$ cat src/common/msm_fetch_pkg.sv
// MSM fetch front end
// Shared widths, burst constants and payload types

package msm_fetch_pkg;

  ////////////////////////////////////////////////////////////////////////////
  // Channels
  ////////////////////////////////////////////////////////////////////////////

  // Scalars, point x and point y regions
  localparam int NUM_CHANNELS = 3;
  localparam int CH_SCALAR    = 0;
  localparam int CH_POINT_X   = 1;
  localparam int CH_POINT_Y   = 2;

  ////////////////////////////////////////////////////////////////////////////
  // Widths and burst shape
  ////////////////////////////////////////////////////////////////////////////

  localparam int ADDR_W         = 32;
  localparam int ELEM_W         = 64;
  localparam int BYTES_PER_BEAT = 8;
  localparam int COUNT_W        = 16;

  // Full bursts are 64 bytes
  localparam int MAX_BURST_BEATS = 8;
  localparam int LEN_W           = 8;

  // Reader FIFO holds two full bursts
  localparam int READ_FIFO_DEPTH  = 16;
  localparam int TUPLE_FIFO_DEPTH = 4;

  ////////////////////////////////////////////////////////////////////////////
  // Payload types
  ////////////////////////////////////////////////////////////////////////////

  typedef logic [ADDR_W-1:0]  addr_t;
  typedef logic [ELEM_W-1:0]  elem_t;
  typedef logic [COUNT_W-1:0] count_t;

  // One MSM input term, 192 bits
  typedef struct packed {
    elem_t scalar;
    elem_t x;
    elem_t y;
  } tuple_t;

endpackage
$ cat src/hw/msm_fetch_top.sv
// MSM memory fetch front end, top level

`timescale 1ns/100ps

module msm_fetch_top (
  input  wire                                                    ap_clk,
  input  wire                                                    areset,
  // Kernel control
  input  wire                                                    ap_start,
  output wire                                                    ap_idle,
  output wire                                                    ap_done,
  output wire                                                    ap_ready,
  input  msm_fetch_pkg::count_t                                  num_points,
  input  msm_fetch_pkg::addr_t                                   scalar_base,
  input  msm_fetch_pkg::addr_t                                   point_x_base,
  input  msm_fetch_pkg::addr_t                                   point_y_base,
  // Read address, one lane per region
  output wire [msm_fetch_pkg::NUM_CHANNELS-1:0]                  ar_valid,
  input  wire [msm_fetch_pkg::NUM_CHANNELS-1:0]                  ar_ready,
  output msm_fetch_pkg::addr_t [msm_fetch_pkg::NUM_CHANNELS-1:0] ar_addr,
  output wire [msm_fetch_pkg::NUM_CHANNELS-1:0][msm_fetch_pkg::LEN_W-1:0] ar_len,
  // Read data
  input  wire [msm_fetch_pkg::NUM_CHANNELS-1:0]                  r_valid,
  output wire [msm_fetch_pkg::NUM_CHANNELS-1:0]                  r_ready,
  input  msm_fetch_pkg::elem_t [msm_fetch_pkg::NUM_CHANNELS-1:0] r_data,
  input  wire [msm_fetch_pkg::NUM_CHANNELS-1:0]                  r_last,
  // Tuple stream
  output wire                                                    tuple_valid,
  input  wire                                                    tuple_ready,
  output msm_fetch_pkg::tuple_t                                  tuple_data
);

  wire                                                    run_start;
  wire                                                    run_finished;
  msm_fetch_pkg::addr_t [msm_fetch_pkg::NUM_CHANNELS-1:0] base_addr;
  wire [msm_fetch_pkg::NUM_CHANNELS-1:0]                  elem_valid;
  wire [msm_fetch_pkg::NUM_CHANNELS-1:0]                  elem_ready;
  msm_fetch_pkg::elem_t [msm_fetch_pkg::NUM_CHANNELS-1:0] elem_data;

  assign base_addr[msm_fetch_pkg::CH_SCALAR]  = scalar_base;
  assign base_addr[msm_fetch_pkg::CH_POINT_X] = point_x_base;
  assign base_addr[msm_fetch_pkg::CH_POINT_Y] = point_y_base;

  kernel_ctrl u_kernel_ctrl (
    .ap_clk       (ap_clk),
    .areset       (areset),
    .ap_start     (ap_start),
    .run_finished (run_finished),
    .run_start    (run_start),
    .ap_idle      (ap_idle),
    .ap_done      (ap_done),
    .ap_ready     (ap_ready)
  );

  ////////////////////////////////////////////////////////////////////////////
  // One reader per memory region
  ////////////////////////////////////////////////////////////////////////////

  for (genvar ch = 0; ch < msm_fetch_pkg::NUM_CHANNELS; ch++) begin : g_reader
    burst_reader u_burst_reader (
      .ap_clk     (ap_clk),
      .areset     (areset),
      .run_start  (run_start),
      .base_addr  (base_addr[ch]),
      .num_points (num_points),
      .ar_valid   (ar_valid[ch]),
      .ar_addr    (ar_addr[ch]),
      .ar_len     (ar_len[ch]),
      .ar_ready   (ar_ready[ch]),
      .r_valid    (r_valid[ch]),
      .r_data     (r_data[ch]),
      .r_last     (r_last[ch]),
      .r_ready    (r_ready[ch]),
      .elem_valid (elem_valid[ch]),
      .elem_ready (elem_ready[ch]),
      .elem_data  (elem_data[ch])
    );
  end

  tuple_joiner u_tuple_joiner (
    .ap_clk       (ap_clk),
    .areset       (areset),
    .run_start    (run_start),
    .num_points   (num_points),
    .elem_valid   (elem_valid),
    .elem_data    (elem_data),
    .elem_ready   (elem_ready),
    .tuple_valid  (tuple_valid),
    .tuple_ready  (tuple_ready),
    .tuple_data   (tuple_data),
    .run_finished (run_finished)
  );

endmodule

$ cat src/hw/fetch/tuple_joiner.sv
// Joins scalar, x and y streams into tuples

`timescale 1ns/100ps

module tuple_joiner (
  input  logic                                               ap_clk,
  input  logic                                               areset,
  input  logic                                               run_start,
  input  msm_fetch_pkg::count_t                              num_points,
  input  logic [msm_fetch_pkg::NUM_CHANNELS-1:0]             elem_valid,
  input  msm_fetch_pkg::elem_t [msm_fetch_pkg::NUM_CHANNELS-1:0] elem_data,
  output logic [msm_fetch_pkg::NUM_CHANNELS-1:0]             elem_ready,
  output logic                                               tuple_valid,
  input  logic                                               tuple_ready,
  output msm_fetch_pkg::tuple_t                              tuple_data,
  output logic                                               run_finished
);

  msm_fetch_pkg::tuple_t  stage_data;
  logic                   stage_valid;
  logic                   join_fire;
  logic                   out_fire;
  logic                   running;
  msm_fetch_pkg::count_t  num_q;
  msm_fetch_pkg::count_t  tuples_out;
  msm_fetch_pkg::count_t  tuples_next;
  logic [$clog2(msm_fetch_pkg::TUPLE_FIFO_DEPTH+1)-1:0] tuple_free;

  // A slot is reserved for the staged tuple as well as the new one
  assign join_fire  = (&elem_valid) && (stage_valid ? (tuple_free > 1) : (tuple_free != 0));
  assign elem_ready = {msm_fetch_pkg::NUM_CHANNELS{join_fire}};

  // Stage register, so a join reaches the FIFO a cycle later
  always_ff @(posedge ap_clk) begin
    if (areset) begin
      stage_valid <= 1'b0;
    end else begin
      stage_valid <= join_fire;
    end
  end

  always_ff @(posedge ap_clk) begin
    if (join_fire) begin
      stage_data.scalar <= elem_data[msm_fetch_pkg::CH_SCALAR];
      stage_data.x      <= elem_data[msm_fetch_pkg::CH_POINT_X];
      stage_data.y      <= elem_data[msm_fetch_pkg::CH_POINT_Y];
    end
  end

  // in_ready left open, the slot was checked at join time
  stream_fifo #(
    .data_t (msm_fetch_pkg::tuple_t),
    .DEPTH  (msm_fetch_pkg::TUPLE_FIFO_DEPTH)
  ) u_tuple_fifo (
    .ap_clk     (ap_clk),
    .areset     (areset),
    .in_valid   (stage_valid),
    .in_ready   (),
    .in_data    (stage_data),
    .out_valid  (tuple_valid),
    .out_ready  (tuple_ready),
    .out_data   (tuple_data),
    .free_slots (tuple_free)
  );

  ////////////////////////////////////////////////////////////////////////////
  // Run accounting
  ////////////////////////////////////////////////////////////////////////////

  assign out_fire    = tuple_valid & tuple_ready;
  assign tuples_next = tuples_out + msm_fetch_pkg::count_t'(out_fire);

  // Finishes in the cycle of the last handshake, or at once for zero points
  assign run_finished = running && (tuples_next == num_q);

  always_ff @(posedge ap_clk) begin
    if (areset) begin
      running    <= 1'b0;
      num_q      <= '0;
      tuples_out <= '0;
    end else if (run_start) begin
      running    <= 1'b1;
      num_q      <= num_points;
      tuples_out <= '0;
    end else begin
      tuples_out <= tuples_next;
      if (run_finished) begin
        running <= 1'b0;
      end
    end
  end

endmodule

$ cat src/hw/fetch/burst_reader.sv
// Burst read master for one memory region

`timescale 1ns/100ps

module burst_reader (
  input  logic                              ap_clk,
  input  logic                              areset,
  input  logic                              run_start,
  input  msm_fetch_pkg::addr_t              base_addr,
  input  msm_fetch_pkg::count_t             num_points,
  // AR channel
  output logic                              ar_valid,
  output msm_fetch_pkg::addr_t              ar_addr,
  output logic [msm_fetch_pkg::LEN_W-1:0]   ar_len,
  input  logic                              ar_ready,
  // R channel
  input  logic                              r_valid,
  input  msm_fetch_pkg::elem_t              r_data,
  input  logic                              r_last,
  output logic                              r_ready,
  // Element stream
  output logic                              elem_valid,
  input  logic                              elem_ready,
  output msm_fetch_pkg::elem_t              elem_data
);

  msm_fetch_pkg::addr_t   next_addr;
  msm_fetch_pkg::count_t  remaining;
  msm_fetch_pkg::count_t  outstanding;
  msm_fetch_pkg::count_t  bursts_open;
  msm_fetch_pkg::count_t  burst_beats;
  msm_fetch_pkg::count_t  credit;
  logic [$clog2(msm_fetch_pkg::READ_FIFO_DEPTH+1)-1:0] fifo_free;
  logic                   issue;
  logic                   ar_done;
  logic                   r_accept;
  logic                   push;

  ////////////////////////////////////////////////////////////////////////////
  // Burst sizing and credit
  ////////////////////////////////////////////////////////////////////////////

  // Full bursts, then whatever is left
  assign burst_beats =
    (remaining > msm_fetch_pkg::count_t'(msm_fetch_pkg::MAX_BURST_BEATS)) ?
    msm_fetch_pkg::count_t'(msm_fetch_pkg::MAX_BURST_BEATS) : remaining;

  // Slots not yet claimed by requested beats
  assign credit = msm_fetch_pkg::count_t'(fifo_free) - outstanding;

  assign issue    = !ar_valid && (remaining != '0) && (credit >= burst_beats);
  assign ar_done  = ar_valid & ar_ready;
  assign r_accept = r_valid & r_ready;

  // Beats outside any open burst are dropped
  assign push = r_accept && (bursts_open != '0);

  ////////////////////////////////////////////////////////////////////////////
  // Request side
  ////////////////////////////////////////////////////////////////////////////

  always_ff @(posedge ap_clk) begin
    if (areset) begin
      ar_valid  <= 1'b0;
      next_addr <= '0;
      remaining <= '0;
    end else if (run_start) begin
      next_addr <= base_addr;
      remaining <= num_points;
    end else begin
      if (issue) begin
        ar_valid  <= 1'b1;
        next_addr <= next_addr + msm_fetch_pkg::addr_t'(burst_beats) *
                     msm_fetch_pkg::addr_t'(msm_fetch_pkg::BYTES_PER_BEAT);
        remaining <= remaining - burst_beats;
      end else if (ar_done) begin
        ar_valid <= 1'b0;
      end
    end
  end

  // AR payload is held until the handshake
  always_ff @(posedge ap_clk) begin
    if (issue) begin
      ar_addr <= next_addr;
      ar_len  <= burst_beats[msm_fetch_pkg::LEN_W-1:0] - 1'b1;
    end
  end

  // Beats claimed at issue, released as each one lands in the FIFO
  always_ff @(posedge ap_clk) begin
    if (areset) begin
      outstanding <= '0;
      bursts_open <= '0;
    end else begin
      outstanding <= outstanding + (issue ? burst_beats : '0) -
                     msm_fetch_pkg::count_t'(push);
      bursts_open <= bursts_open + msm_fetch_pkg::count_t'(ar_done) -
                     msm_fetch_pkg::count_t'(push && r_last);
    end
  end

  ////////////////////////////////////////////////////////////////////////////
  // Data side
  ////////////////////////////////////////////////////////////////////////////

  stream_fifo #(
    .data_t (msm_fetch_pkg::elem_t),
    .DEPTH  (msm_fetch_pkg::READ_FIFO_DEPTH)
  ) u_read_fifo (
    .ap_clk     (ap_clk),
    .areset     (areset),
    .in_valid   (push),
    .in_ready   (r_ready),
    .in_data    (r_data),
    .out_valid  (elem_valid),
    .out_ready  (elem_ready),
    .out_data   (elem_data),
    .free_slots (fifo_free)
  );

endmodule

$ cat src/hw/kernel_ctrl.sv
// Kernel start and done control

`timescale 1ns/100ps

module kernel_ctrl (
  input  logic ap_clk,
  input  logic areset,
  input  logic ap_start,
  input  logic run_finished,
  output logic run_start,
  output logic ap_idle,
  output logic ap_done,
  output logic ap_ready
);

  logic ap_start_r;
  logic start_edge;

  // Previous ap_start, for edge detection
  always_ff @(posedge ap_clk) begin
    if (areset) begin
      ap_start_r <= 1'b0;
    end else begin
      ap_start_r <= ap_start;
    end
  end

  // A new edge while a run is busy is ignored
  assign start_edge = ap_start & ~ap_start_r & ap_idle;

  always_ff @(posedge ap_clk) begin
    if (areset) begin
      run_start <= 1'b0;
    end else begin
      run_start <= start_edge;
    end
  end

  ////////////////////////////////////////////////////////////////////////////
  // Idle and done
  ////////////////////////////////////////////////////////////////////////////

  // Idle falls on the start edge and rises together with done
  always_ff @(posedge ap_clk) begin
    if (areset) begin
      ap_idle <= 1'b1;
    end else if (run_finished) begin
      ap_idle <= 1'b1;
    end else if (start_edge) begin
      ap_idle <= 1'b0;
    end
  end

  // One-cycle done pulse
  always_ff @(posedge ap_clk) begin
    if (areset) begin
      ap_done <= 1'b0;
    end else begin
      ap_done <= run_finished;
    end
  end

  // Not pipelined, so ready follows done
  assign ap_ready = ap_done;

endmodule

$ cat src/hw/stream_fifo.sv
// Valid/ready FIFO with generic payload

`timescale 1ns/100ps

module stream_fifo #(
  parameter type data_t = logic [63:0],
  parameter int  DEPTH  = 16
) (
  input  logic                         ap_clk,
  input  logic                         areset,
  input  logic                         in_valid,
  output logic                         in_ready,
  input  data_t                        in_data,
  output logic                         out_valid,
  input  logic                         out_ready,
  output data_t                        out_data,
  output logic [$clog2(DEPTH+1)-1:0]   free_slots
);

  data_t                        mem [DEPTH];
  logic [$clog2(DEPTH)-1:0]     wr_ptr;
  logic [$clog2(DEPTH)-1:0]     rd_ptr;
  logic [$clog2(DEPTH+1)-1:0]   fill;
  logic                         push;
  logic                         pop;

  assign push = in_valid & in_ready;
  assign pop  = out_valid & out_ready;

  // Storage
  always_ff @(posedge ap_clk) begin
    if (push) begin
      mem[wr_ptr] <= in_data;
    end
  end

  // Pointers wrap explicitly so DEPTH need not be a power of two
  always_ff @(posedge ap_clk) begin
    if (areset) begin
      wr_ptr <= '0;
      rd_ptr <= '0;
      fill   <= '0;
    end else begin
      if (push) begin
        wr_ptr <= (wr_ptr == ($clog2(DEPTH))'(DEPTH - 1)) ? '0 : wr_ptr + 1'b1;
      end
      if (pop) begin
        rd_ptr <= (rd_ptr == ($clog2(DEPTH))'(DEPTH - 1)) ? '0 : rd_ptr + 1'b1;
      end
      if (push && !pop) begin
        fill <= fill + 1'b1;
      end else if (pop && !push) begin
        fill <= fill - 1'b1;
      end
    end
  end

  assign in_ready   = (fill != ($clog2(DEPTH+1))'(DEPTH));
  assign out_valid  = (fill != '0);
  assign out_data   = mem[rd_ptr];
  assign free_slots = ($clog2(DEPTH+1))'(DEPTH) - fill;

endmodule

$ cat config.mk
export PLATFORM = sky130hd
export DESIGN_NAME = msm_fetch_top
export DESIGN_NICKNAME = d
export VERILOG_FILES = /design/src/common/msm_fetch_pkg.sv /design/src/hw/msm_fetch_top.sv /design/src/hw/fetch/tuple_joiner.sv /design/src/hw/fetch/burst_reader.sv /design/src/hw/kernel_ctrl.sv /design/src/hw/stream_fifo.sv
export SDC_FILE = /design/constraint.sdc
export NUM_CORES = 2
export LEC_CHECK = 0
export BUFFER_PORTS_ARGS = -buffer_cell sky130_fd_sc_hd__buf_2
export CAP_MARGIN = 25
export CORE_ASPECT_RATIO = 0.6
export CORE_MARGIN = 5
export CORE_UTILIZATION = 25
export CTS_CLUSTER_DIAMETER = 50
export CTS_CLUSTER_SIZE = 14
export DETAILED_ROUTE_END_ITERATION = 10
export PLACE_DENSITY = 0.43
export SYNTH_ARGS = -nofsm -noshare
export SYNTH_HDL_FRONTEND = slang
export SYNTH_HIERARCHICAL = 1
export SYNTH_SLANG_ARGS = --single-unit
$ cat constraint.sdc
create_clock -name ap_clk -period 19.1 [get_ports ap_clk]
set_clock_uncertainty 0.1 [all_clocks]
set_input_delay 2.865 -clock ap_clk [delete_from_list [all_inputs] [get_ports ap_clk]]
set_output_delay 2.865 -clock ap_clk [all_outputs]
set_load 0.01 [all_outputs]
# Yosys cells after proc, flatten, opt, wreduce, memory -nomap -nowiden
# Memories as Yosys holds them, arrays and structs flattened. A register that Yosys moved wholly into a read port is not among the register bits.
# Cells that the tools add are included.
# totals
regBits,447
latchBits,0
mem_bits_rw,3840
rom_bits,0
inputBits,317
output_inout_bits,322
elab_cells,242
n_memories,4
# mem_list
name,depth,width,read_ports,rd_ports_with_merged_regs,wr,line,text
g_reader[0].u_burst_reader.u_read_fifo.mem,16,64,1,1,1,stream_fifo.sv:20,data_t mem [DEPTH];
g_reader[1].u_burst_reader.u_read_fifo.mem,16,64,1,1,1,stream_fifo.sv:20,
g_reader[2].u_burst_reader.u_read_fifo.mem,16,64,1,1,1,stream_fifo.sv:20,
u_tuple_joiner.u_tuple_fifo.mem,4,192,1,1,1,stream_fifo.sv:20,
# op_classes
add_sub_neg,45
mul,0
div_mod_pow,0
order_cmp,7
n_eq_ne,13
shift,0
n_mux,53
bitwise_logic,18
n_reduce_logical,61
# op_table
operator,count
16-bit 2-to-1 mux,12
32-bit 2-to-1 mux,6
32-bit by 19-bit adder with 32-bit output,3
16-bit nonzero test,6
16-bit by 1-bit subtractor with 16-bit output,6
16-bit by 1-bit adder with 16-bit output,4
16-bit adder,3
16-bit greater-or-equal comparator,3
16-bit by 4-bit greater-than comparator with 1-bit output (second input constant),3
16-bit subtractor,3
5-bit by 16-bit subtractor with 16-bit output,3
5-bit 2-to-1 mux,6
4-bit by 1-bit adder with 4-bit output (second input constant),6
4-bit == test (second input constant),6
4-bit 2-to-1 mux,6
8-bit by 1-bit subtractor with 8-bit output (second input constant),3
1-bit logical AND,22
2-bit nonzero test,11
1-bit 2-to-1 mux,17
1-bit bitwise AND,16
16-bit == test,1
5-bit by 1-bit adder with 5-bit output (second input constant),3
5-bit != test (second input constant),3
5-bit nonzero test,3
other kinds (17),42

# Depth between registers and ports, before layout
# logic_depth
depth_word,8
depth_mapped,37
depth_no_buf,33

# Modules after synthesis
# Netlist, hierarchy kept.
# by_module_without_submodules
mod,instances,cells_each,area_each_um2,seq_area_each_um2
stream_fifo (g_reader[0].u_burst_reader.u_read_fifo),1,1688,39223.9,31089.8
stream_fifo (g_reader[2].u_burst_reader.u_read_fifo),1,1688,39217.6,31089.8
stream_fifo (g_reader[1].u_burst_reader.u_read_fifo),1,1688,39198.8,31089.8
stream_fifo (u_tuple_joiner.u_tuple_fifo),1,1058,28419.8,23242.3
burst_reader (g_reader[0].u_burst_reader ...),2,869,7773.7,2822.7
burst_reader (g_reader[1].u_burst_reader),1,891,7985.2,2822.7
tuple_joiner,1,386,7514.7,6446.2
kernel_ctrl,1,10,125.1,80.1

# Least setup slack after synthesis
# No wires, ideal clock.
# synth_path
path_kind,reg-to-reg
startpoint,register g_reader[2].u_burst_reader.u_read_fifo.fill[0]
endpoint,register g_reader[0].u_burst_reader.u_read_fifo.fill[4]
setup_ns,0.121
arrival_time_ns,11.711
required_time_ns,18.879
slack_ns,7.168
stages_incl_launch_ff,17
n_path_buf,2
synth_period_minus_slack_ns,11.932
path_cell_list,dfxtp_1 > inv_1 > ha_1 > nor3b_1 > ha_1 > inv_1 > nand3_1 > nor2_1 > buf_4 > nand2b_1 > clkbuf_1 > ha_1 > fa_1 > nand2b_1 > a21oi_1 > mux2i_1 > mux2_2
# synth_via
elab_chain_cells,7
elab_cells_between_ends,9
classes_between,mux: 1; bitwise: 1; reduce/logical: 7
# synth_rtl
item,line,text
start: declaration,stream_fifo.sv:23,logic [$clog2(DEPTH+1)-1:0] fill;
start signal: assignment,stream_fifo.sv:51,fill <= fill + 1'b1;
start signal: assignment,stream_fifo.sv:53,fill <= fill - 1'b1;
5-bit nonzero test (*),stream_fifo.sv:59,assign out_valid = (fill != '0);
named net elem_valid (one bit),msm_fetch_top.sv:36,wire [msm_fetch_pkg::NUM_CHANNELS-1:0] elem_valid;
3-bit AND reduction (*),tuple_joiner.sv:30,assign join_fire = (&elem_valid) && (stage_valid ? (tuple_free > 1) : (tuple_free != 0));
1-bit logical AND (*),tuple_joiner.sv:30,
named net u_tuple_joiner.join_fire,tuple_joiner.sv:21,logic join_fire;
1-bit bitwise AND (*),stream_fifo.sv:28,assign pop = out_valid & out_ready;
1-bit logical NOT,stream_fifo.sv:50,if (push && !pop) begin
1-bit logical AND,stream_fifo.sv:50,
5-bit 2-to-1 mux / 2-bit nonzero test (equally long branches),-,
end signal: assignment,stream_fifo.sv:51,
end signal: assignment,stream_fifo.sv:53,
end: declaration,stream_fifo.sv:23,
# The timed path passes the listed nets; every way through them passes the cells marked *.
# A chain may end at the register's enable or synchronous reset.

# Worst setup path in the final report
# layout_path
startpoint,register g_reader[0].u_burst_reader.u_read_fifo.fill[0]
endpoint,register g_reader[0].u_burst_reader.outstanding[15]
# layout_via
elab_chain_cells,7
elab_cells_between_ends,10
classes_between,add/sub: 4; order compare: 1; eq/ne: 1; mux: 1; bitwise: 1; reduce/logical: 2
# layout_rtl
item,line,text
5-bit subtractor,stream_fifo.sv:61,assign free_slots = ($clog2(DEPTH+1))'(DEPTH) - fill;
named net g_reader[0].u_burst_reader.fifo_free (one bit),burst_reader.sv:33,logic [$clog2(msm_fetch_pkg::READ_FIFO_DEPTH+1)-1:0] fifo_free;
5-bit by 16-bit subtractor with 16-bit output,burst_reader.sv:49,assign credit = msm_fetch_pkg::count_t'(fifo_free) - outstanding;
16-bit greater-or-equal comparator,burst_reader.sv:51,assign issue = !ar_valid && (remaining != '0) && (credit >= burst_beats);
1-bit logical AND,burst_reader.sv:51,
16-bit 2-to-1 mux,burst_reader.sv:96,outstanding <= outstanding + (issue ? burst_beats : '0) -
16-bit adder,burst_reader.sv:96,
16-bit by 1-bit subtractor with 16-bit output,burst_reader.sv:96,
end signal: assignment,burst_reader.sv:96,
end: declaration,burst_reader.sv:29,msm_fetch_pkg::count_t outstanding;
# The timed path passes the listed nets, and every way through them passes these cells.

==> qor_table.md <==
| Metric | This run |
|:---|:---|
| Share of layout cells above drive strength 1 | 24.44% |
| Slew margin rel. | 17.51% |
| Result of the run | complete, no violations |
| Post-Route Hold Slack | 0.3293 ns |
| Maximum number of pins on one net before global-route repair | 142 |
| Floorplan die width | 1.097 mm |
| Wire length of the first global-routing pass | 708.6 mm |
| Cell at the root of the clock tree | clkbuf_16 |
| Count of vias placed by the detailed router | 89,960 |
| TritonCTS clock tree | yes |
| CTS sink cnt | 4,493 |
| Routed WL per cell | 25.30 um |
| CTS-repair resized insts | 0 |
| Arrival time of data at the critical path endpoint | 8.69 ns |
| H-Tree Depth | 5 |
| Final count of negative-setup-slack endpoints | 0 |
| Master of the slowest instance on the critical path | buf_4 |
| Final critical-path required period | 7.955 ns |
| Cell Area, Synth | 177,200 um^2 |
| Buffers inserted during post-CTS setup optimization | 0 |
| Antenna violations before repair | 143 |
| Number of hold-slack violations in the final timing report | 0 |
| Syn avg cell area | 19.38 um^2 |
| I/O Buffers | 638 |
| Post-route clock period utilization | 41.65% |
| Dpl hpwl | 303.7 mm |
| # hold bufs at CTS | 0 |
| Number of top-level pins | 639 |
| Crit path max fanout | 66 |
| Clock latency at the later pin of the worst-skew pair | 1.03 ns |
| Crit Path Category | reg -> reg |
| Worst Tran Pin Value | 1.237 ns |
| Vert. Die Dim | 662.2 um |
| Iteration-0 DRC count of the detailed router | 7,219 |
| Clock transition at the registers of the reported paths | 0.06 ns |
| Most common library cell in the layout ignoring fill and taps | edfxtp_1 |
| Global placer's final weighted congestion | 0.7760 |
| Remaining global-route overflow | 0 |
| CP Data Required Time | 19.84 ns |
| Number of buffers added by the clock tree synthesis step | 449 |
| Yosys warning total | 6 |
| Area of the core | 706,300 um^2 |
| Final Max Tran Viols | 0 |
| Worst voltage drop across the vdd grid | 0.0001244 V |
| Vias in the first global route | 92,600 |
| Commonest cells after routing, fill and taps aside | 4,152 x edfxtp_1, 960 x mux4_2, 637 x buf_2 |
| Most used cell, CP | ha_1 |
| Maximum operating frequency | 125.7 MHz |
| Family with the most delay on the worst path | compound AO/OA/AOI/OAI gates |
| Setup TNS | 0 ns |
| Die area | 726,400 um^2 |
| Largest stage delay on the critical path | 0.67 ns |
| Max-cap violations | 0 |
| Number of iterations in the first detailed-routing pass | 7 |
| DP Cell Count | 19,020 |
| # rows | 239 |
| Buffers plus inverters on the worst setup path | 5 |
| Final WL | 499.9 mm |
| RSZ-0062 raised after global routing | no |
| Mapped Cells | 9,146 |
| Worst Setup Start Kind | flip-flop |
| Area growth from synthesis to layout | 16.00% |
| Number of routed nets with antenna violations | 0 |
| Power density normalized to cell area | 135.3 nW/um^2 |
| Starting Density | 25.09% |
| Worst setup EP type | flip-flop |
| Maximum buffer depth of the clock tree | 5 |
| Total track usage | 13.40% |
| Number of remaining DRC errors | 0 |
| Final-layout fill cell count | 69,100 |
| Static Leak | 65.40 nW |
| Hold WC Path Type | reg -> reg |
| Vias per Instance | 4.553 |
| Finished Layout Cells | 19,760 |
| Layout net count | 10,740 |
report_power, final:
group          switching (mW)  internal [mW]  leakage [nW]
logic                    4.01           2.53          18.4
clock network            3.85           4.67          6.61
registers               0.592           12.2          40.4
total                    8.44           19.4          65.4
state kept, by name, summed over array words and instances (netlist names), 3 cells and up, named ones only:
signal and count:
u_tuple_joiner/u_tuple_fifo/mem 768, g_reader.u_burst_reader/u_read_fifo/fill 15, u_tuple_joiner/stage_data 192, g_reader.u_burst_reader/bursts_open 48, g_reader.u_burst_reader/ar_addr 96, g_reader.u_burst_reader/u_read_fifo/rd_ptr 12
g_reader.u_burst_reader/u_read_fifo/mem 3072, g_reader.u_burst_reader/ar_valid 3, u_tuple_joiner/tuples_out 16, g_reader.u_burst_reader/outstanding 48, g_reader.u_burst_reader/remaining 48, u_tuple_joiner/num_q 16
g_reader.u_burst_reader/ar_len 24, g_reader.u_burst_reader/next_addr 96, u_tuple_joiner/u_tuple_fifo/fill 3, g_reader.u_burst_reader/u_read_fifo/wr_ptr 12
area by class of cell:
| cell class | count | area (um^2) | area share, % |
|---|---|---|---|
| diodes | 39 | 97.59 | 0.04747 |
| clock buffers | 506 | 11590 | 5.637 |
| clock inverters | 186 | 2027 | 0.9860 |
| inverters | 327 | 1232 | 0.5995 |
| multi-input cells | 4001 | 42670 | 20.76 |
| flip-flops and latches | 4493 | 131500 | 63.99 |
| well taps | 9399 | 11760 | 5.720 |
| repair buffers | 808 | 4658 | 2.266 |
layer usage:
metal / GRT usage, % / vias up / wire [um] / share of wire [%]
met1: 19.16 / 48260 / 233100 / 47
met4: 2.853 / 26 / 10820 / 2.2
met2: 21.50 / 2124 / 233100 / 47
met3: 2.310 / 756 / 22760 / 4.6
met5: 0 / - / 162 / 0.032
li1: - / 38800 / - / -
through the flow:
stage | total power, mW | setup slack (ns) | area, um^2 | utilization (%)
after detailed placement | 19.66 | 11.26 | 191700 | 27.15
after global routing | 29.36 | 10.56 | 205500 | 29.10
after global placement | 19.55 | 11.14 | 191600 | 27.13
after CTS | 28.33 | 11.15 | 205400 | 29.07
final | 27.81 | 11.14 | 205600 | 29.11
after floorplan | 17.32 | 7.168 | 177600 | -
final timing paths:
path                                                               startpoint                                                     to  slack, ns  depth (start not counted)
setup / recovery  g_reader[0].u_burst_reader/u_read_fifo/fill[0]$_SDFFE_PP0P_  g_reader[0].u_burst_reader/outstanding[15]$_SDFF_PP0_      11.14                         32
setup reg to reg  g_reader[0].u_burst_reader/u_read_fifo/fill[0]$_SDFFE_PP0P_  g_reader[0].u_burst_reader/outstanding[15]$_SDFF_PP0_      11.14                         32
hold / removal           g_reader[1].u_burst_reader/next_addr[1]$_SDFFE_PP0P_        g_reader[1].u_burst_reader/ar_addr[1]$_DFFE_PN_       0.33                          0
hold reg to reg          g_reader[1].u_burst_reader/next_addr[1]$_SDFFE_PP0P_        g_reader[1].u_burst_reader/ar_addr[1]$_DFFE_PN_       0.33                          0
Power figures use the tool's default switching activity.
